==> src/design/lfb_settings.svh <==
// Widths and bit positions shared by the load fill buffer entry.
// The index compare and the refill index assume a 64-byte line.
// Attribute positions follow the page attribute order ca, so, buf.
`ifndef LFB_SETTINGS_SVH
`define LFB_SETTINGS_SVH

// physical address and line layout
`define LFB_PADDR        40
`define LFB_LINE_LSB     6
`define LFB_IDX_WIDTH    8
`define LFB_ADDR_HIT_MSB 21

// ids and pointers
`define LFB_PREG_WIDTH   6
`define LFB_STBID_WIDTH  2
`define LFB_FIFO_WIDTH   4

// attribute bit positions
`define LFB_ATTR_CA      0
`define LFB_ATTR_SO      1
`define LFB_ATTR_BUF     2

// beats per cacheable refill
`define LFB_LINE_BEATS   4

`endif

==> src/design/lfb_pkg.sv <==
// Types shared by the load fill buffer entry.
// The refill states keep bit 2 set so the low two bits act as the
// beat counter; the encoding must not be reordered.
`include "lfb_settings.svh"

package lfb_pkg;

  // ====================================================================
  // entry state
  // ====================================================================
  typedef enum logic [2:0] {
    idle     = 3'b000,
    wait_rdl = 3'b001,
    rdl      = 3'b010,
    req_bus  = 3'b011,
    ref_1    = 3'b100,
    ref_2    = 3'b101,
    ref_3    = 3'b110,
    ref_4    = 3'b111
  } lfb_state_t;

  // ====================================================================
  // request fields
  // ====================================================================
  typedef logic [`LFB_PADDR-1:0]       pa_t;
  typedef logic [2:0]                  attr_t;
  typedef logic [`LFB_PREG_WIDTH-1:0]  preg_t;
  typedef logic [`LFB_FIFO_WIDTH-1:0]  fifo_ptr_t;
  typedef logic [`LFB_STBID_WIDTH-1:0] stbid_t;

  // bus read channel fields
  typedef logic [3:0] ar_cache_t;
  typedef logic [2:0] ar_prot_t;
  typedef logic [2:0] ar_size_t;

endpackage

==> src/design/lfb_dep_check.sv <==
// Hazard compares of pipeline and prefetch requests against one entry.
// Purely combinational; every hit is qualified by entry_vld.
// Partial address compare only, so false hits are possible by design.
`include "lfb_settings.svh"

module lfb_dep_check (
  input  logic           entry_vld,
  input  logic           ld,
  input  logic           pf,
  input  logic           ca,
  input  lfb_pkg::attr_t attr,
  input  lfb_pkg::pa_t   pa,
  input  lfb_pkg::preg_t dest_reg,
  input  lfb_pkg::pa_t   dc_pa,
  input  lfb_pkg::preg_t dc_dest_preg,
  input  lfb_pkg::pa_t   pfb_pa,
  output logic           dc_hit_idx,
  output logic           dc_hit_addr,
  output logic           dc_hit_so,
  output logic           dc_hit_preg,
  output logic           pfb_hit_idx
);

  localparam int IDX_MSB = `LFB_LINE_LSB + `LFB_IDX_WIDTH - 1;

  // cache set index and line address
  assign dc_hit_idx  = entry_vld
                    && (dc_pa[IDX_MSB:`LFB_LINE_LSB] == pa[IDX_MSB:`LFB_LINE_LSB]);
  assign dc_hit_addr = entry_vld
                    && (dc_pa[`LFB_ADDR_HIT_MSB:`LFB_LINE_LSB]
                        == pa[`LFB_ADDR_HIT_MSB:`LFB_LINE_LSB]);

  // strongly-ordered load blocks younger accesses
  assign dc_hit_so   = entry_vld && ld && attr[`LFB_ATTR_SO];
  assign dc_hit_preg = entry_vld && ld && !pf && (dc_dest_preg == dest_reg);

  // prefetch only cares about lines that will land in the cache
  assign pfb_hit_idx = entry_vld && ca
                    && (pfb_pa[IDX_MSB:`LFB_LINE_LSB] == pa[IDX_MSB:`LFB_LINE_LSB]);

endmodule

==> src/design/lfb_entry.sv <==
// One load fill buffer entry: FSM, held payload, hazard checker and
// request formatter. Clocked directly by lfb_fsm_clk, no clock gating.
// Instance ports connect by name; rdl_req_alias_hit is the alias flag
// sent with the RDL request, rdl_alias_hit the one RDL returns.
`include "lfb_settings.svh"

module lfb_entry (
  input  logic               lfb_fsm_clk,
  input  logic               cpurst_b,
  // create
  input  logic               create_en,
  input  logic               create_pf,
  input  logic               create_ld,
  input  logic               create_ca,
  input  logic               create_wb,
  input  lfb_pkg::pa_t       create_pa,
  input  lfb_pkg::attr_t     create_attr,
  input  logic [1:0]         create_size,
  input  logic [1:0]         create_priv_mode,
  input  lfb_pkg::preg_t     create_dest_reg,
  input  lfb_pkg::stbid_t    create_stbid,
  input  logic               create_alias_hit,
  input  logic [1:0]         create_virt_idx,
  // rdl
  input  logic               rdl_grant,
  input  logic               rdl_cmplt,
  input  logic               rdl_cache_hit,
  input  logic               rdl_alias_hit,
  input  lfb_pkg::fifo_ptr_t rdl_ref_fifo,
  output logic               rdl_req,
  output logic [`LFB_PADDR-1:`LFB_LINE_LSB] rdl_line_addr,
  output logic               rdl_req_alias_hit,
  // bus
  input  logic               bus_grant,
  input  logic               bus_cmplt,
  input  logic               bus_acc_err,
  output logic               arvalid,
  output lfb_pkg::pa_t       ar_addr,
  output logic [1:0]         ar_len,
  output lfb_pkg::ar_size_t  ar_size,
  output lfb_pkg::ar_cache_t ar_cache,
  output lfb_pkg::ar_prot_t  ar_prot,
  output logic               ar_user,
  output logic               ar_ld_inst,
  // dependency
  input  lfb_pkg::pa_t       dc_pa,
  input  lfb_pkg::preg_t     dc_dest_preg,
  input  lfb_pkg::pa_t       pfb_pa,
  output logic               dc_hit_idx,
  output logic               dc_hit_addr,
  output logic               dc_hit_so,
  output logic               dc_hit_preg,
  output logic               pfb_hit_idx,
  // entry status, refill, reports
  output logic               entry_vld,
  output logic               pop_en,
  output logic               bus_rdy,
  output logic               ref_en,
  output logic [1:0]         ref_cnt,
  output logic [`LFB_IDX_WIDTH-1:0] ref_idx,
  output logic               ld_wb_en,
  output logic               ld_wo_stall,
  output logic               ref_done,
  output logic               st_err,
  output lfb_pkg::stbid_t    st_stbid,
  output lfb_pkg::fifo_ptr_t st_ref_fifo
);

  lfb_pkg::lfb_state_t state;
  logic                refill_done;

  // held entry fields
  logic               pf;
  logic               ld;
  logic               ca;
  logic               wb;
  lfb_pkg::pa_t       pa;
  lfb_pkg::attr_t     attr;
  logic [1:0]         size;
  logic [1:0]         priv_mode;
  lfb_pkg::preg_t     dest_reg;
  lfb_pkg::stbid_t    stbid;
  logic [1:0]         virt_idx;
  logic               alias_hit;
  lfb_pkg::fifo_ptr_t ref_fifo;
  logic               ref_err;
  logic               wb_en;

  lfb_entry_fsm u_fsm (.*);

  lfb_entry_payload u_payload (.*);

  lfb_dep_check u_dep_check (.*);

  lfb_req_format u_req_format (
    .rdl_alias_hit (rdl_req_alias_hit),
    .*
  );

endmodule

==> src/design/lfb_entry_fsm.sv <==
// Entry state machine for one load fill buffer slot.
// create_en must only arrive while the entry is idle.
// pf and ca are the held request flags and are stable while busy.
// Grants and completions are single-cycle strobes; a missing one
// simply stalls the entry in its current state.
module lfb_entry_fsm (
  input  logic               lfb_fsm_clk,
  input  logic               cpurst_b,
  input  logic               create_en,
  input  logic               rdl_grant,
  input  logic               rdl_cmplt,
  input  logic               rdl_cache_hit,
  input  logic               bus_grant,
  input  logic               bus_cmplt,
  input  logic               pf,
  input  logic               ca,
  output lfb_pkg::lfb_state_t state,
  output logic               entry_vld,
  output logic               pop_en,
  output logic               bus_rdy,
  output logic               refill_done
);

  lfb_pkg::lfb_state_t next_state;
  logic                pf_hit_done;

  // ====================================================================
  // state register and next-state decode
  // ====================================================================
  always_ff @(posedge lfb_fsm_clk or negedge cpurst_b) begin
    if (!cpurst_b) begin
      state <= lfb_pkg::idle;
    end else begin
      state <= next_state;
    end
  end

  always_comb begin
    next_state = state;
    case (state)
      lfb_pkg::idle:     if (create_en) next_state = lfb_pkg::wait_rdl;
      lfb_pkg::wait_rdl: if (rdl_grant) next_state = lfb_pkg::rdl;
      lfb_pkg::rdl: begin
        if (rdl_cmplt) begin
          next_state = (pf && rdl_cache_hit) ? lfb_pkg::idle : lfb_pkg::req_bus;
        end
      end
      lfb_pkg::req_bus:  if (bus_grant) next_state = lfb_pkg::ref_1;
      // single beat for non-cacheable requests
      lfb_pkg::ref_1:    if (bus_cmplt) next_state = ca ? lfb_pkg::ref_2 : lfb_pkg::idle;
      lfb_pkg::ref_2:    if (bus_cmplt) next_state = lfb_pkg::ref_3;
      lfb_pkg::ref_3:    if (bus_cmplt) next_state = lfb_pkg::ref_4;
      lfb_pkg::ref_4:    if (bus_cmplt) next_state = lfb_pkg::idle;
      default:           next_state = lfb_pkg::idle;
    endcase
  end

  // ====================================================================
  // strobes
  // ====================================================================
  // prefetch that already hit in the cache retires at rdl completion
  assign pf_hit_done = (state == lfb_pkg::rdl) && rdl_cmplt && pf && rdl_cache_hit;
  assign refill_done = (state == lfb_pkg::ref_4) && bus_cmplt;

  assign entry_vld = (state != lfb_pkg::idle);
  assign pop_en    = pf_hit_done
                   || ((state == lfb_pkg::ref_1) && bus_cmplt && !ca)
                   || refill_done;
  assign bus_rdy   = pf_hit_done || ((state == lfb_pkg::req_bus) && bus_grant);

  // allocator must not reuse a busy entry
  a_create_idle: assert property (@(posedge lfb_fsm_clk) disable iff (!cpurst_b)
    create_en |-> (state == lfb_pkg::idle))
    else $error("create_en while entry busy");

  // beats only return after the read was granted
  a_cmplt_in_ref: assert property (@(posedge lfb_fsm_clk) disable iff (!cpurst_b)
    bus_cmplt |-> state[2])
    else $error("bus_cmplt outside refill");

endmodule

==> src/design/lfb_entry_payload.sv <==
// Held request fields of one load fill buffer entry.
// The request fields load only on create_en and carry no reset;
// they are meaningless while the entry is idle.
// alias_hit and ref_fifo are replaced by the RDL result in rdl.
module lfb_entry_payload (
  input  logic                lfb_fsm_clk,
  input  logic                cpurst_b,
  input  logic                create_en,
  input  logic                create_pf,
  input  logic                create_ld,
  input  logic                create_ca,
  input  logic                create_wb,
  input  lfb_pkg::pa_t        create_pa,
  input  lfb_pkg::attr_t      create_attr,
  input  logic [1:0]          create_size,
  input  logic [1:0]          create_priv_mode,
  input  lfb_pkg::preg_t      create_dest_reg,
  input  lfb_pkg::stbid_t     create_stbid,
  input  logic                create_alias_hit,
  input  logic [1:0]          create_virt_idx,
  input  lfb_pkg::lfb_state_t state,
  input  logic                rdl_cmplt,
  input  logic                rdl_alias_hit,
  input  lfb_pkg::fifo_ptr_t  rdl_ref_fifo,
  input  logic                bus_cmplt,
  input  logic                bus_acc_err,
  output logic                pf,
  output logic                ld,
  output logic                ca,
  output logic                wb,
  output lfb_pkg::pa_t        pa,
  output lfb_pkg::attr_t      attr,
  output logic [1:0]          size,
  output logic [1:0]          priv_mode,
  output lfb_pkg::preg_t      dest_reg,
  output lfb_pkg::stbid_t     stbid,
  output logic [1:0]          virt_idx,
  output logic                alias_hit,
  output lfb_pkg::fifo_ptr_t  ref_fifo,
  output logic                ref_err,
  output logic                wb_en
);

  logic rdl_done;

  assign rdl_done = rdl_cmplt && (state == lfb_pkg::rdl);

  // ====================================================================
  // request capture
  // ====================================================================
  always_ff @(posedge lfb_fsm_clk) begin
    if (create_en) begin
      pf        <= create_pf;
      ld        <= create_ld;
      ca        <= create_ca;
      wb        <= create_wb;
      pa        <= create_pa;
      attr      <= create_attr;
      size      <= create_size;
      priv_mode <= create_priv_mode;
      dest_reg  <= create_dest_reg;
      stbid     <= create_stbid;
      virt_idx  <= create_virt_idx;
    end
  end

  // ====================================================================
  // rdl result, refill error, write-back enable
  // ====================================================================
  always_ff @(posedge lfb_fsm_clk or negedge cpurst_b) begin
    if (!cpurst_b) begin
      alias_hit <= 1'b0;
      ref_fifo  <= '0;
      ref_err   <= 1'b0;
      wb_en     <= 1'b0;
    end else begin
      if (create_en) begin
        alias_hit <= create_alias_hit;
      end else if (rdl_done) begin
        alias_hit <= rdl_alias_hit;
      end
      if (rdl_done) begin
        ref_fifo <= rdl_ref_fifo;
      end
      // sticky over the whole refill
      if (create_en) begin
        ref_err <= 1'b0;
      end else if (bus_cmplt && bus_acc_err) begin
        ref_err <= 1'b1;
      end
      if (create_en) begin
        wb_en <= create_ld && !create_pf;
      end
    end
  end

  // the fifo pointer is only taken from an rdl completion seen in rdl
  a_cmplt_in_rdl: assert property (@(posedge lfb_fsm_clk) disable iff (!cpurst_b)
    rdl_cmplt |-> (state == lfb_pkg::rdl))
    else $error("rdl_cmplt outside rdl");

endmodule

==> src/design/lfb_req_format.sv <==
// Request fields towards RDL, the bus read channel, the refill unit
// and the store buffer, all derived from the held entry.
// Combinational only. Strongly-ordered requests keep their own size
// and low address bits; all others read a full 16-byte beat.
`include "lfb_settings.svh"

module lfb_req_format (
  input  lfb_pkg::lfb_state_t state,
  input  lfb_pkg::pa_t        pa,
  input  lfb_pkg::attr_t      attr,
  input  logic [1:0]          size,
  input  logic [1:0]          priv_mode,
  input  logic                ld,
  input  logic                pf,
  input  logic                ca,
  input  logic                wb,
  input  logic                alias_hit,
  input  logic [1:0]          virt_idx,
  input  lfb_pkg::stbid_t     stbid,
  input  lfb_pkg::fifo_ptr_t  ref_fifo,
  input  logic                ref_err,
  input  logic                wb_en,
  input  logic                refill_done,
  input  logic                bus_acc_err,
  output logic                rdl_req,
  output logic [`LFB_PADDR-1:`LFB_LINE_LSB] rdl_line_addr,
  output logic                rdl_alias_hit,
  output logic                arvalid,
  output lfb_pkg::pa_t        ar_addr,
  output logic [1:0]          ar_len,
  output lfb_pkg::ar_size_t   ar_size,
  output lfb_pkg::ar_cache_t  ar_cache,
  output lfb_pkg::ar_prot_t   ar_prot,
  output logic                ar_user,
  output logic                ar_ld_inst,
  output logic                ref_en,
  output logic [1:0]          ref_cnt,
  output logic [`LFB_IDX_WIDTH-1:0] ref_idx,
  output logic                ld_wb_en,
  output logic                ld_wo_stall,
  output logic                ref_done,
  output logic                st_err,
  output lfb_pkg::stbid_t     st_stbid,
  output lfb_pkg::fifo_ptr_t  st_ref_fifo
);

  logic so;
  logic buf_bit;

  assign so      = attr[`LFB_ATTR_SO];
  assign buf_bit = ca ? wb : attr[`LFB_ATTR_BUF];

  // ====================================================================
  // rdl request
  // ====================================================================
  assign rdl_req       = (state == lfb_pkg::wait_rdl);
  assign rdl_line_addr = pa[`LFB_PADDR-1:`LFB_LINE_LSB];
  assign rdl_alias_hit = alias_hit;

  // ====================================================================
  // bus read
  // ====================================================================
  assign arvalid    = (state == lfb_pkg::req_bus);
  assign ar_addr    = {pa[`LFB_PADDR-1:4], so ? pa[3:0] : 4'b0000};
  assign ar_len     = ca ? 2'(`LFB_LINE_BEATS - 1) : 2'b00;
  assign ar_size    = so ? {1'b0, size} : 3'b100;
  assign ar_cache   = {ca, ca, !so, buf_bit};
  assign ar_prot    = {1'b0, 1'b1, priv_mode[0]};
  assign ar_user    = priv_mode[1];
  assign ar_ld_inst = ld && !pf;

  // ====================================================================
  // refill and reports
  // ====================================================================
  // an error beat stops further cache writes of this line
  assign ref_en  = ca && !ref_err;
  assign ref_cnt = state[1:0];
  assign ref_idx = {virt_idx, pa[`LFB_LINE_LSB+`LFB_IDX_WIDTH-3:`LFB_LINE_LSB]};

  assign ld_wb_en    = wb_en && (state == lfb_pkg::ref_1);
  assign ld_wo_stall = ar_ld_inst && !so && ((state == lfb_pkg::req_bus) || state[2]);

  // store refill report
  assign ref_done    = refill_done && !ld && !pf;
  assign st_err      = ref_err || bus_acc_err;
  assign st_stbid    = stbid;
  assign st_ref_fifo = ref_fifo;

endmodule

==> config.mk <==
export PLATFORM = sky130hd
export DESIGN_NAME = lfb_entry
export DESIGN_NICKNAME = d
export VERILOG_FILES = /design/src/design/lfb_pkg.sv /design/src/design/lfb_dep_check.sv /design/src/design/lfb_entry.sv /design/src/design/lfb_entry_fsm.sv /design/src/design/lfb_entry_payload.sv /design/src/design/lfb_req_format.sv
export VERILOG_INCLUDE_DIRS = /design/src /design/src/design
export SDC_FILE = /design/constraint.sdc
export NUM_CORES = 1
export LEC_CHECK = 0
export BUFFER_PORTS_ARGS = -buffer_cell sky130_fd_sc_hd__buf_4
export CAP_MARGIN = 30
export CELL_PAD_IN_SITES_DETAIL_PLACEMENT = 1
export CELL_PAD_IN_SITES_GLOBAL_PLACEMENT = 2
export CORE_UTILIZATION = 22
export CTS_CLUSTER_SIZE = 14
export DETAILED_ROUTE_END_ITERATION = 7
export GPL_ROUTABILITY_DRIVEN = 0
export PLACE_DENSITY = 0.83
export SYNTH_ARGS = -nofsm -noshare
export SYNTH_HDL_FRONTEND = slang
export SYNTH_SLANG_ARGS = --single-unit
==> constraint.sdc <==
create_clock -name lfb_fsm_clk -period 1.93 [get_ports lfb_fsm_clk]
set_input_delay 0.193 -clock lfb_fsm_clk [delete_from_list [all_inputs] [get_ports lfb_fsm_clk]]
set_output_delay 0.193 -clock lfb_fsm_clk [all_outputs]
set_load 0.03 [all_outputs]
Word-level counts from Yosys, hierarchy flattened --
Cells that the tools add are included.
Storage, ports and cells: register bits 71, output and inout bits 120, logic and storage cells 95
Cells by class: equal/unequal tests 19, mux-type cells 19, reduce and logical (&&, ||, !) cells 41
Operators by type and width (number):
- $mux 3 | 10
- $logic_and 1x1->1 | 25
- $pmux 3 s8 | 1
- $eq 16x16->1 | 1
- $eq 8x8->1 | 2
- $ne 2x2->1 const B | 8
- $eq 3x3->1 const B | 4
- $reduce_and 8->1 | 1
- $eq 3x2->1 const B | 2
- $eq 6x6->1 | 1
- $logic_not 1->1 | 6
- $logic_or 1x1->1 | 5
- $mux 1 | 5
- $mux 2 | 2
- $mux 4 | 1
- $reduce_bool 2->1 | 2
- $eq 3x1->1 const B | 1
- $logic_not 3->1 | 1
- $reduce_bool 3->1 | 1

Logic depth before layout (Yosys ltp) --
Gate-level depths: netlist of the first run.
depth in word-level cells 6, depth in mapped cells 5

Cells and area by module --
Synthesis of the first run repeated with hierarchy kept, for this count alone.
Second synthesis, totals: cells, all modules 280, area total of the unflattened synthesis 3659.8 um^2
By module, submodules not included:
- lfb_entry_payload | times used 1, cells each 82, area an instance 2110.8 um^2, seq. area each 2006.9 um^2
- lfb_req_format | times used 1, cells each 116, area an instance 868.3 um^2, seq. area each 0.0 um^2
- lfb_dep_check | times used 1, cells each 46, area an instance 354.1 um^2, seq. area each 0.0 um^2
- lfb_entry_fsm | times used 1, cells each 36, area an instance 326.6 um^2, seq. area each 75.1 um^2

Least setup slack after synthesis of the first run --
OpenSTA, ideal clock, no wires.
kind register to output, start point register u_payload.pf, end point output dc_hit_preg, data arrival time 1810 ps, data required time 1737 ps, slack -73 ps, stages on the path, launching flop included 4, path buffers 0, cell sequence edfxtp_1 > nor2b_1 > nand4_1 > nor3_1
On the way: cells in the longest elaborated chain, start to end 3
Ends and longest elaborated chain:
- start, declared | RTL line lfb_entry_payload.sv:27 | output logic pf,
- start signal, assigned | RTL line lfb_entry_payload.sv:53 | pf <= create_pf;
- $logic_not 1->1 | RTL line lfb_dep_check.sv:35 | assign dc_hit_preg = entry_vld && ld && !pf && (dc_dest_preg == dest_reg);
- $logic_and 1x1->1 (2 in a row) | RTL line lfb_dep_check.sv:35
- end, declared | RTL line lfb_entry.sv:52 | output logic dc_hit_preg,
No other way between the ends.

Final worst setup path of the first run --
start point register u_payload.pa[13], end point output dc_hit_addr
On the way: cells in the longest elaborated chain, start to end 2
Ends and longest elaborated chain:
- start, declared | RTL line lfb_entry_payload.sv:31 | output lfb_pkg::pa_t pa,
- start signal, assigned | RTL line lfb_entry_payload.sv:57 | pa <= create_pa;
- $eq 16x16->1 | RTL line lfb_dep_check.sv:30 | && (dc_pa[`LFB_ADDR_HIT_MSB:`LFB_LINE_LSB]
- $logic_and 1x1->1 | RTL line lfb_dep_check.sv:29 | assign dc_hit_addr = entry_vld
- end, declared | RTL line lfb_entry.sv:50 | output logic dc_hit_addr,
No other way between the ends.

==> impl_metrics.json, run 1 <==
{
  "outcome": "finished with violations",
  "violations": "setup timing",
  "floorplan.die.height_um": 127.8,
  "postRouteAntennaNets": 0,
  "maxClockFrequency_mhz": 504.3,
  "min_period_over_period": 1.027,
  "final-max-slew-violation-count": 0,
  "dpl.hpwl_um": 7573,
  "main_combinational_cell_family_by_area_after_synthesis": "buffers and inverters",
  "critical_path_fanouts_max": 3,
  "crit_path_start_kind": "flop",
  "numCtsBuffers": 9,
  "placedInstanceArea_um2": 4823,
  "synth_fp_nets": 428,
  "netlist.top_cell.by_area": "edfxtp_1",
  "final-setup-viol-count": 1,
  "ys.flop_type": "edfxtp_1",
  "routed_wl_um": 10080,
  "grt_max_degree": 66,
  "synthAdderAreaFrac": 0,
  "hold-path-endpoint": "u_payload.pa[38]$_DFFE_PP_",
  "gate_count_post_synth": 266,
  "finish.instance_area_um2": 5408,
  "cts.sinks": 70,
  "overall_global_routing_resource_usage": 0.1218,
  "first_global_vias": 2754,
  "pwr_density_cell_nw_per_um2": 1119,
  "antenna_found_initial": 0,
  "detailedRoute.firstIterationViolations": 56,
  "grt_setup_unrepaired": "yes",
  "netlist_area_um2": 3481,
  "hp-class": "input pin to flop",
  "worstHoldPathCells": 1,
  "ys.warnings.count": 0,
  "floorplan.rows": 45,
  "die_w_um": 127.8,
  "timing.setup.critical_path_class": "flop to output port",
  "vdd_ir_drop_max_mv": 0.7299,
  "largest_register_ff_count": 40,
  "r2r-end": "u_payload.ref_fifo[1]$_DFFE_PN0P_",
  "synth_xor_area_frac": 0.07549,
  "detail_route.vias_per_cell": 3.889,
  "post-place-cells": 617,
  "wire_length_of_the_first_global_routing_pass_um": 14630,
  "clock_insertion_delay_worst_skew_ns": 0.33,
  "design.die.area_um2": 16330,
  "cp_data_arrival_time_ns": 1.79,
  "drive_gt1_frac": 0.6517,
  "drc_errors": 0,
  "htree_num_levels": 3,
  "synth-edff-count": 60,
  "globalRouteOverflowTotal": 0,
  "ios": 282,
  "design.core.area_um2": 15310,
  "leakage_nw": 2.405,
  "yosys-top-cells-area": "edfxtp_1 52%, buf_4 19%, dfrtp_1 7.2%",
  "hold_start": "create_pa[38]",
  "skew_ns": 0.001321,
  "crit_required_ns": 1.74,
  "route.vias.total": 2551,
  "critical-path-max-stage-delay_ns": 0.43,
  "worst_r2r_startpoint": "u_fsm.state[1]$_DFFE_PN0P_",
  "totalNegativeSetupSlack_ns": -0.05277,
  "timing.critical_path.buf_inv": 1,
  "synth_cell_types": 33,
  "fin_crit_ns": 1.983,
  "final-instance-count-excl-fill": 656,
  "crit_path_top_delay_cell": "edfxtp_1",
  "final-hold-violation-count": 0,
  "synth-simple-area-share": 0.07764,
  "layout.nets": 602,
  "critical_path.endpoint_type": "output port",
  "post_synth_mux_area_share": 0.03091,
  "num_antenna_cells": 0,
  "synth.ff_latch_count": 70,
  "timing.reg2reg.worst_path_depth": 5,
  "worst_slack_ns": -0.05277,
  "tritoncts": "done",
  "ys_seq_area_frac": 0.5895,
  "drt_first_pass_iters": 4,
  "placement.io_buffers": 222,
  "synth_top_area_share": 0.5176,
  "ys_async_sr_fraction": 0.1429,
  "clk_transition_reported_paths_ns": 0.06,
  "worstPathCellList": "xor2_1 > nor4_2 > and3_1 > and3_4 > buf_6",
  "area_delta_synth_final_pct": 55.36,
  "cts_buffer_depth": 2,
  "avg_inst_size_synth_um2": 13.09,
  "initial_core_util": 0.2273,
  "max_cap_violations": 0,
  "worst_path_dominant_cell_family": "simple AND/OR/NAND/NOR gates",
  "reg2reg_setup_slack_ns": 0.33,
  "cts_root_buf": "clkbuf_16",
  "routed_wire_length_per_instance_um": 15.37,
  "synth_compound_area_frac": 0.02948
}
[worst reg2reg max path: stages (launching register included)]
cell	delay (ns)
dfrtp_1	0.36
buf_6	0.15
clkinvlp_4	0.12
nor4b_4	0.32
buf_4	0.20
mux2_2	0.33
[synthesized netlist by cell type (2+ instances only)]
library cell  instances
nor4_1                7
and2_1                6
buf_2                 2
nor3_1                5
nor2_1                5
dfrtp_1              10
buf_4                87
nand2_1              10
and3_1                3
a21oi_1               7
nor2b_1               2
conb_1                2
edfxtp_1             60
xnor2_1               8
xor2_1               22
inv_1                 4
mux2_4                2
mux2_2                6
nand3_1               4
[cells in the final DEF (no fill, tap or decap), drive strengths merged]
| cell type | n |
|---|---|
| and2 | 6 |
| buf | 251 |
| a41oi | 1 |
| a21oi | 7 |
| clkbuf | 9 |
| or2 | 1 |
| o221ai | 1 |
| nor4b | 1 |
| nor3 | 5 |
| o21bai | 1 |
| nand2 | 11 |
| o22ai | 1 |
| clkinv | 3 |
| xor2 | 22 |
| nor2 | 5 |
| mux2 | 8 |
| inv | 4 |
| edfxtp | 60 |
| a311oi | 1 |
| xnor2 | 8 |
| bufinv | 3 |
| dfrtp | 10 |
| nor2b | 2 |
| clkinvlp | 1 |
| nand4 | 1 |
| and3 | 3 |
| nor3b | 1 |
| mux2i | 1 |
| nand3 | 4 |
| dlygate4sd3 | 1 |
| nor4 | 7 |
| conb | 2 |
| o21ai | 2 |
| or3 | 1 |
[stage by stage]
stage | worst slack (ns) | total power [mW] | util | hold slack (ns)
after floorplan | 0.06500 | 3.335 | - | -0.1026
after global placement | 0.1486 | 3.960 | 0.3150 | 0.03495
after detailed placement | 0.1306 | 4.006 | 0.3150 | 0.03653
after CTS | -0.09894 | 6.030 | 0.3472 | 0.005700
after global routing | -0.1424 | 6.316 | 0.3531 | 0.005251
final | -0.05277 | 6.051 | 0.3531 | 0.02780
[how the worst max path moves through the flow]
stage / from / to / slack, ns / cells after the start
6_report: u_payload.pa[13]$_DFFE_PP_ / dc_hit_addr / -0.05 / 5
5_1_grt: u_payload.pa[13]$_DFFE_PP_ / dc_hit_addr / -0.14 / 5
4_1_cts: u_payload.pa[10]$_DFFE_PP_ / dc_hit_addr / -0.1 / 5
3_5_place_dp: u_payload.pa[13]$_DFFE_PP_ / dc_hit_addr / 0.13 / 5
3_3_place_gp: u_payload.pa[13]$_DFFE_PP_ / dc_hit_addr / 0.15 / 5
2_1_floorplan: u_payload.pa[6]$_DFFE_PP_ / pfb_hit_idx / 0.07 / 4
[cell families after synthesis]
kind of cell    Yosys count
buf+inv                  93
flops                    70
simple gates             48
xor+xnor                 30
compound gates           14
mux                       9
other cells               2
[power breakdown]
part / total, mW / internal [mW] / switching (mW)
combinational: 2.17 / 0.949 / 1.23
sequential: 1.96 / 1.85 / 0.113
clock: 1.92 / 1.27 / 0.652
total: 6.05 / 4.06 / 1.99
[what timing repair did]
action,4_1_cts,5_1_grt
hold buffers,1,0
pin swaps,11,4
setup endpoints to repair,6,5
buffers inserted,13,9
endpoints found under the hold margin,10,0
gates cloned,0,0
resized for setup,9,7
[metal layers]
metal  global-route usage  wire length [um]  vias up
met1               0.1247              3726     1232
li1                     -                 -     1180
met4              0.04844               181        0
met5                    0                 0        -
met3              0.04215               715       12
met2               0.2257              5458      127
[area by class of cell]
cell class	count	area [um^2]
fill	1685	9907
clock inverter	7	120.1
clock buffer	9	225.2
timing repair buffer	252	1926
inverter	4	18.77
multi-input combinational	103	802.0
sequential	70	2052
tap	211	264.0
Power figures use the tool's default switching activity.
==> run 2: changes to the inputs <==
--- a/config.mk
+++ b/config.mk
@@ -18,3 +18,4 @@
 export SYNTH_ARGS = -nofsm -noshare
 export SYNTH_HDL_FRONTEND = slang
 export SYNTH_SLANG_ARGS = --single-unit
+export TNS_END_PERCENT = 1
==> run 2 against run 1 <==
The run now ends clean. Utilization fell by 1.0 points. Clock power decreased by 16%. Cell area down 2.9%. Cell count fell by 1.7%. Sequential share of layout area grew 1.1 points. Highest routed layer unchanged.
==> impl_metrics.json, run 2 (same netlist as run 1, synthesis figures left out) <==
{
  "critical-path-max-stage-delay_ns": 0.46,
  "final-instance-count-excl-fill": 645,
  "grt_setup_unrepaired": "yes",
  "tritoncts": "done",
  "placement.io_buffers": 222,
  "design.core.area_um2": 15310,
  "htree_num_levels": 3,
  "overall_global_routing_resource_usage": 0.1213,
  "fin_crit_ns": 1.929,
  "floorplan.rows": 45,
  "drt_first_pass_iters": 4,
  "totalNegativeSetupSlack_ns": 0,
  "clk_transition_reported_paths_ns": 0.06,
  "worst_slack_ns": 0.001490,
  "die_w_um": 127.8,
  "total_power_mw": 5.606,
  "drive_gt1_frac": 0.6313,
  "hold-path-endpoint": "u_payload.pa[30]$_DFFE_PP_",
  "final-max-slew-violation-count": 0,
  "worst_path_dominant_cell_family": "simple AND/OR/NAND/NOR gates",
  "ios": 282,
  "final-hold-violation-count": 0,
  "skew_ns": 0.001492,
  "cts.sinks": 70,
  "detail_route.vias_per_cell": 3.882,
  "wire_length_of_the_first_global_routing_pass_um": 14620,
  "detailedRoute.firstIterationViolations": 61,
  "post-place-cells": 617,
  "layout.nets": 591,
  "numCtsBuffers": 9,
  "pwr_density_cell_nw_per_um2": 1068,
  "r2r-end": "u_fsm.state[0]$_DFFE_PN0P_",
  "finish.instance_area_um2": 5251,
  "num_antenna_cells": 0,
  "final-setup-viol-count": 0,
  "grt_max_degree": 66,
  "cts_buffer_depth": 2,
  "critical_path_fanouts_max": 4,
  "reg2reg_setup_slack_ns": 0.34,
  "crit_path_top_delay_cell": "edfxtp_1",
  "postRouteAntennaNets": 0,
  "layout_common_cells": "236 x buf_4, 60 x edfxtp_1, 21 x xor2_1",
  "timing.setup.critical_path_class": "flop to output port",
  "min_period_over_period": 0.9992,
  "worstPathCellList": "xor2_1 > nor4_1 > and3_1 > and3_1 > buf_6",
  "routed_wire_length_per_instance_um": 15.29,
  "area_delta_synth_final_pct": 50.86,
  "largest_register_ff_count": 40,
  "final_core_utilization": 0.3429,
  "routed_wl_um": 9863,
  "first_global_vias": 2731,
  "crit_path_start_kind": "flop",
  "globalRouteOverflowTotal": 0,
  "clock_insertion_delay_worst_skew_ns": 0.33,
  "path_common_cell": "and3_1",
  "timing.critical_path.buf_inv": 1,
  "worst_r2r_startpoint": "u_fsm.state[0]$_DFFE_PN0P_",
  "placedInstanceArea_um2": 4818,
  "design.die.area_um2": 16330,
  "hp-class": "input pin to flop",
  "critical_path.endpoint_type": "output port",
  "fillerInstances": 1710,
  "pre_cts_slack_ns": 0.1896,
  "leakage_nw": 2.324,
  "layout.cells.most_common": "buf_4",
  "vdd_ir_drop_max_mv": 0.7841,
  "whs_ns": 0.03216,
  "dpl.hpwl_um": 7634,
  "cts_root_buf": "clkbuf_16",
  "initial_core_util": 0.2273,
  "outcome": "finished, final reports clean",
  "drc_errors": 0,
  "worstHoldPathCells": 1,
  "hold_start": "create_pa[30]",
  "maxClockFrequency_mhz": 518.5,
  "route.vias.total": 2504,
  "register_area_um2": 2052,
  "antenna_found_initial": 0,
  "timing.reg2reg.worst_path_depth": 5,
  "cp_data_arrival_time_ns": 1.74,
  "multi_input_area_um2": 793.3,
  "floorplan.die.height_um": 127.8,
  "max_cap_violations": 0,
  "crit_required_ns": 1.74
}
==> run 2: worst max path at each step <==
stage | from | end | slack, ns | cells past startpoint
floorplan | u_payload.pf$_DFFE_PP_ | ld_wo_stall | -0.02 | 2
global placement | u_payload.pa[10]$_DFFE_PP_ | pfb_hit_idx | 0.18 | 5
detailed placement | u_payload.pa[6]$_DFFE_PP_ | pfb_hit_idx | 0.19 | 5
CTS | u_payload.pa[10]$_DFFE_PP_ | dc_hit_addr | -0.05 | 5
global route | u_payload.pa[13]$_DFFE_PP_ | dc_hit_addr | -0.15 | 5
finish | u_payload.pa[7]$_DFFE_PP_ | dc_hit_addr | 0.001 | 5
==> run 2: final cells by class <==
cell class	instances	area share
multi-input cells	103	0.1511
flip-flops and latches	70	0.3908
repair buffers	241	0.3495
well taps	211	0.05027
clock inverters	6	0.01191
inverters	4	0.002859
clock buffers	10	0.04360
==> run 2: where the power goes <==
part | total, mW | leakage [nW] | switching [mW] | internal [mW]
clock | 1.62 | 0.136 | 0.628 | 0.995
sequential | 1.96 | 0.711 | 0.113 | 1.85
combinational | 2.02 | 1.48 | 1.18 | 0.841
==> run 2: repair_timing <==
item | CTS | global route
setup endpoints to repair | 6 | 6
endpoints found under the hold margin | 10 | 0
buffers inserted | 9 | 2
hold buffers | 1 | 0
gates resized for setup | 7 | 3
pin swaps | 4 | 2
==> run 2: layer usage <==
layer	GRT usage	wire length [um]	part of all wire
met1	0.1265	3654	0.37
met2	0.2174	5246	0.53
met3	0.04132	739	0.075
met4	0.05882	222	0.023
met5	0	0	0
==> run 3: changes to the inputs <==
--- a/config.mk
+++ b/config.mk
@@ -10,11 +10,11 @@
 export CAP_MARGIN = 30
 export CELL_PAD_IN_SITES_DETAIL_PLACEMENT = 1
 export CELL_PAD_IN_SITES_GLOBAL_PLACEMENT = 2
-export CORE_UTILIZATION = 22
+export CORE_UTILIZATION = 24
 export CTS_CLUSTER_SIZE = 14
 export DETAILED_ROUTE_END_ITERATION = 7
 export GPL_ROUTABILITY_DRIVEN = 0
-export PLACE_DENSITY = 0.83
+export PLACE_DENSITY = 0.89
 export SYNTH_ARGS = -nofsm -noshare
 export SYNTH_HDL_FRONTEND = slang
 export SYNTH_SLANG_ARGS = --single-unit
==> constraint.sdc (replaced) <==
create_clock -name lfb_fsm_clk -period 2.43 [get_ports lfb_fsm_clk]
set_input_delay 0.243 -clock lfb_fsm_clk [delete_from_list [all_inputs] [get_ports lfb_fsm_clk]]
set_output_delay 0.243 -clock lfb_fsm_clk [all_outputs]
set_load 0.03 [all_outputs]
==> run 3 against run 2 <==
Clock power down 8%. Setup slack better by 0.25 ns. Sequential power down 19%. Clock skew up 0.0010 ns. Count of clock-buffer cells in the layout down 1. Worst hold slack better by 0.054 ns. Combinational power down 26%. Utilization up 2.1 points. Critical endpoint is now pfb_hit_idx. Largest cell class unchanged.
==> impl_metrics.json, run 3 (same netlist as run 1, synthesis figures left out) <==
{
  "outcome": "finished, final reports clean",
  "initial_core_util": 0.2488,
  "drt_first_pass_iters": 4,
  "cts.sinks": 70,
  "min_period_over_period": 0.8985,
  "design.die.area_um2": 14990,
  "final-instance-count-excl-fill": 599,
  "clock_insertion_delay_worst_skew_ns": 0.33,
  "overall_global_routing_resource_usage": 0.1215,
  "num_antenna_cells": 0,
  "detail_route.vias_per_cell": 4.030,
  "floorplan.rows": 43,
  "timing.reg2reg.worst_path_depth": 5,
  "htree_num_levels": 3,
  "layout_common_cells": "226 x buf_4, 60 x edfxtp_1, 22 x xor2_1",
  "r2r-end": "u_fsm.state[0]$_DFFE_PN0P_",
  "vdd_ir_drop_max_mv": 0.7664,
  "drive_gt1_frac": 0.6038,
  "postRouteAntennaNets": 0,
  "final-setup-viol-count": 0,
  "placement.io_buffers": 222,
  "worst_r2r_startpoint": "u_fsm.state[0]$_DFFE_PN0P_",
  "globalRouteOverflowTotal": 0,
  "final-max-slew-violation-count": 0,
  "layout.cells.most_common": "buf_4",
  "pre_cts_slack_ns": 0.5598,
  "clk_transition_reported_paths_ns": 0.06,
  "hold_start": "create_dest_reg[5]",
  "hp-class": "input pin to flop",
  "max_slew.worst_pin.slew_ns": 0.5936,
  "layout.nets": 577,
  "routed_wl_um": 9115,
  "detailedRoute.firstIterationViolations": 58,
  "hold-path-endpoint": "u_payload.dest_reg[5]$_DFFE_PP_",
  "worstPathCellList": "xor2_1 > nor4_1 > nand3_1 > nor3_1 > buf_4",
  "cts_root_buf": "clkbuf_16",
  "leakage_nw": 2.269,
  "crit_path_start_kind": "flop",
  "post-place-cells": 583,
  "ctsResizeCount": 0,
  "first_global_vias": 2544,
  "antenna_found_initial": 0,
  "tritoncts": "done",
  "grt_max_degree": 48,
  "wire_length_of_the_first_global_routing_pass_um": 13180,
  "crit_required_ns": 2.19,
  "ios": 282,
  "grt_setup_unrepaired": "no",
  "final_core_utilization": 0.3636,
  "final-hold-violation-count": 0,
  "finish.instance_area_um2": 5086,
  "area_delta_synth_final_pct": 46.12,
  "largest_register_ff_count": 40,
  "placedInstanceArea_um2": 4740,
  "maxClockFrequency_mhz": 458.0,
  "cts_buffer_depth": 2,
  "cp_data_arrival_time_ns": 1.94,
  "floorplan.die.height_um": 122.4,
  "critical_path.endpoint_type": "output port",
  "skew_ns": 0.002526,
  "numCtsBuffers": 9,
  "crit_path_top_delay_cell": "edfxtp_1",
  "register_area_um2": 2052,
  "timing.setup.critical_path_class": "flop to output port",
  "totalNegativeSetupSlack_ns": 0,
  "worstHoldPathCells": 1,
  "worst_slack_ns": 0.2467,
  "critical-path-max-stage-delay_ns": 0.49,
  "pwr_density_cell_nw_per_um2": 900.9,
  "design.core.area_um2": 13990,
  "timing.critical_path.buf_inv": 1,
  "dpl.hpwl_um": 7137,
  "die_w_um": 122.4,
  "total_power_mw": 4.582,
  "fin_crit_ns": 2.183,
  "slew_headroom": 0.6043,
  "critical_path_fanouts_max": 5,
  "multi_input_area_um2": 750.7,
  "max_cap_violations": 0,
  "route.vias.total": 2414,
  "worst_path_dominant_cell_family": "simple AND/OR/NAND/NOR gates",
  "whs_ns": 0.08573,
  "routed_wire_length_per_instance_um": 15.22,
  "drc_errors": 0,
  "fillerInstances": 1524,
  "reg2reg_setup_slack_ns": 0.83
}
-- run 3: final cells by class --
type	instances	share of cell area
repair buffers	227	0.3355
inverters	4	0.002952
clock inverters	6	0.02189
flip-flops and latches	70	0.4034
clock buffers	9	0.04428
well taps	180	0.04428
multi-input cells	103	0.1476
-- run 3: repair_timing --
item,4_1_cts,5_1_grt
setup buffers,0,0
endpoints found under the hold margin,10,0
hold buffers,1,0
-- run 3: layer usage --
metal	up-vias	routed length, um	track usage
li1	1131	-	-
met1	1130	3340	0.1250
met2	141	4635	0.2117
met3	12	967	0.05297
met4	0	171	0.05564
met5	-	0	0
-- run 3: how the worst max path moves through the flow --
stage | from | to | slack [ns] | cells after the start
final | u_payload.pa[6]$_DFFE_PP_ | pfb_hit_idx | 0.25 | 5
after detailed placement | u_payload.pa[13]$_DFFE_PP_ | dc_hit_addr | 0.56 | 5
after global placement | u_payload.pa[6]$_DFFE_PP_ | pfb_hit_idx | 0.59 | 5
after floorplan | u_payload.pf$_DFFE_PP_ | dc_hit_preg | 0.38 | 3
after CTS | u_payload.pa[13]$_DFFE_PP_ | dc_hit_addr | 0.18 | 5
after global routing | u_payload.pa[6]$_DFFE_PP_ | pfb_hit_idx | 0.08 | 5
-- run 3: power breakdown --
part	internal, mW	leakage, nW	switching, mW
Combinational	0.620	1.40	0.880
Clock	0.996	0.161	0.494
Sequential	1.47	0.711	0.126
Total	3.08	2.27	1.50
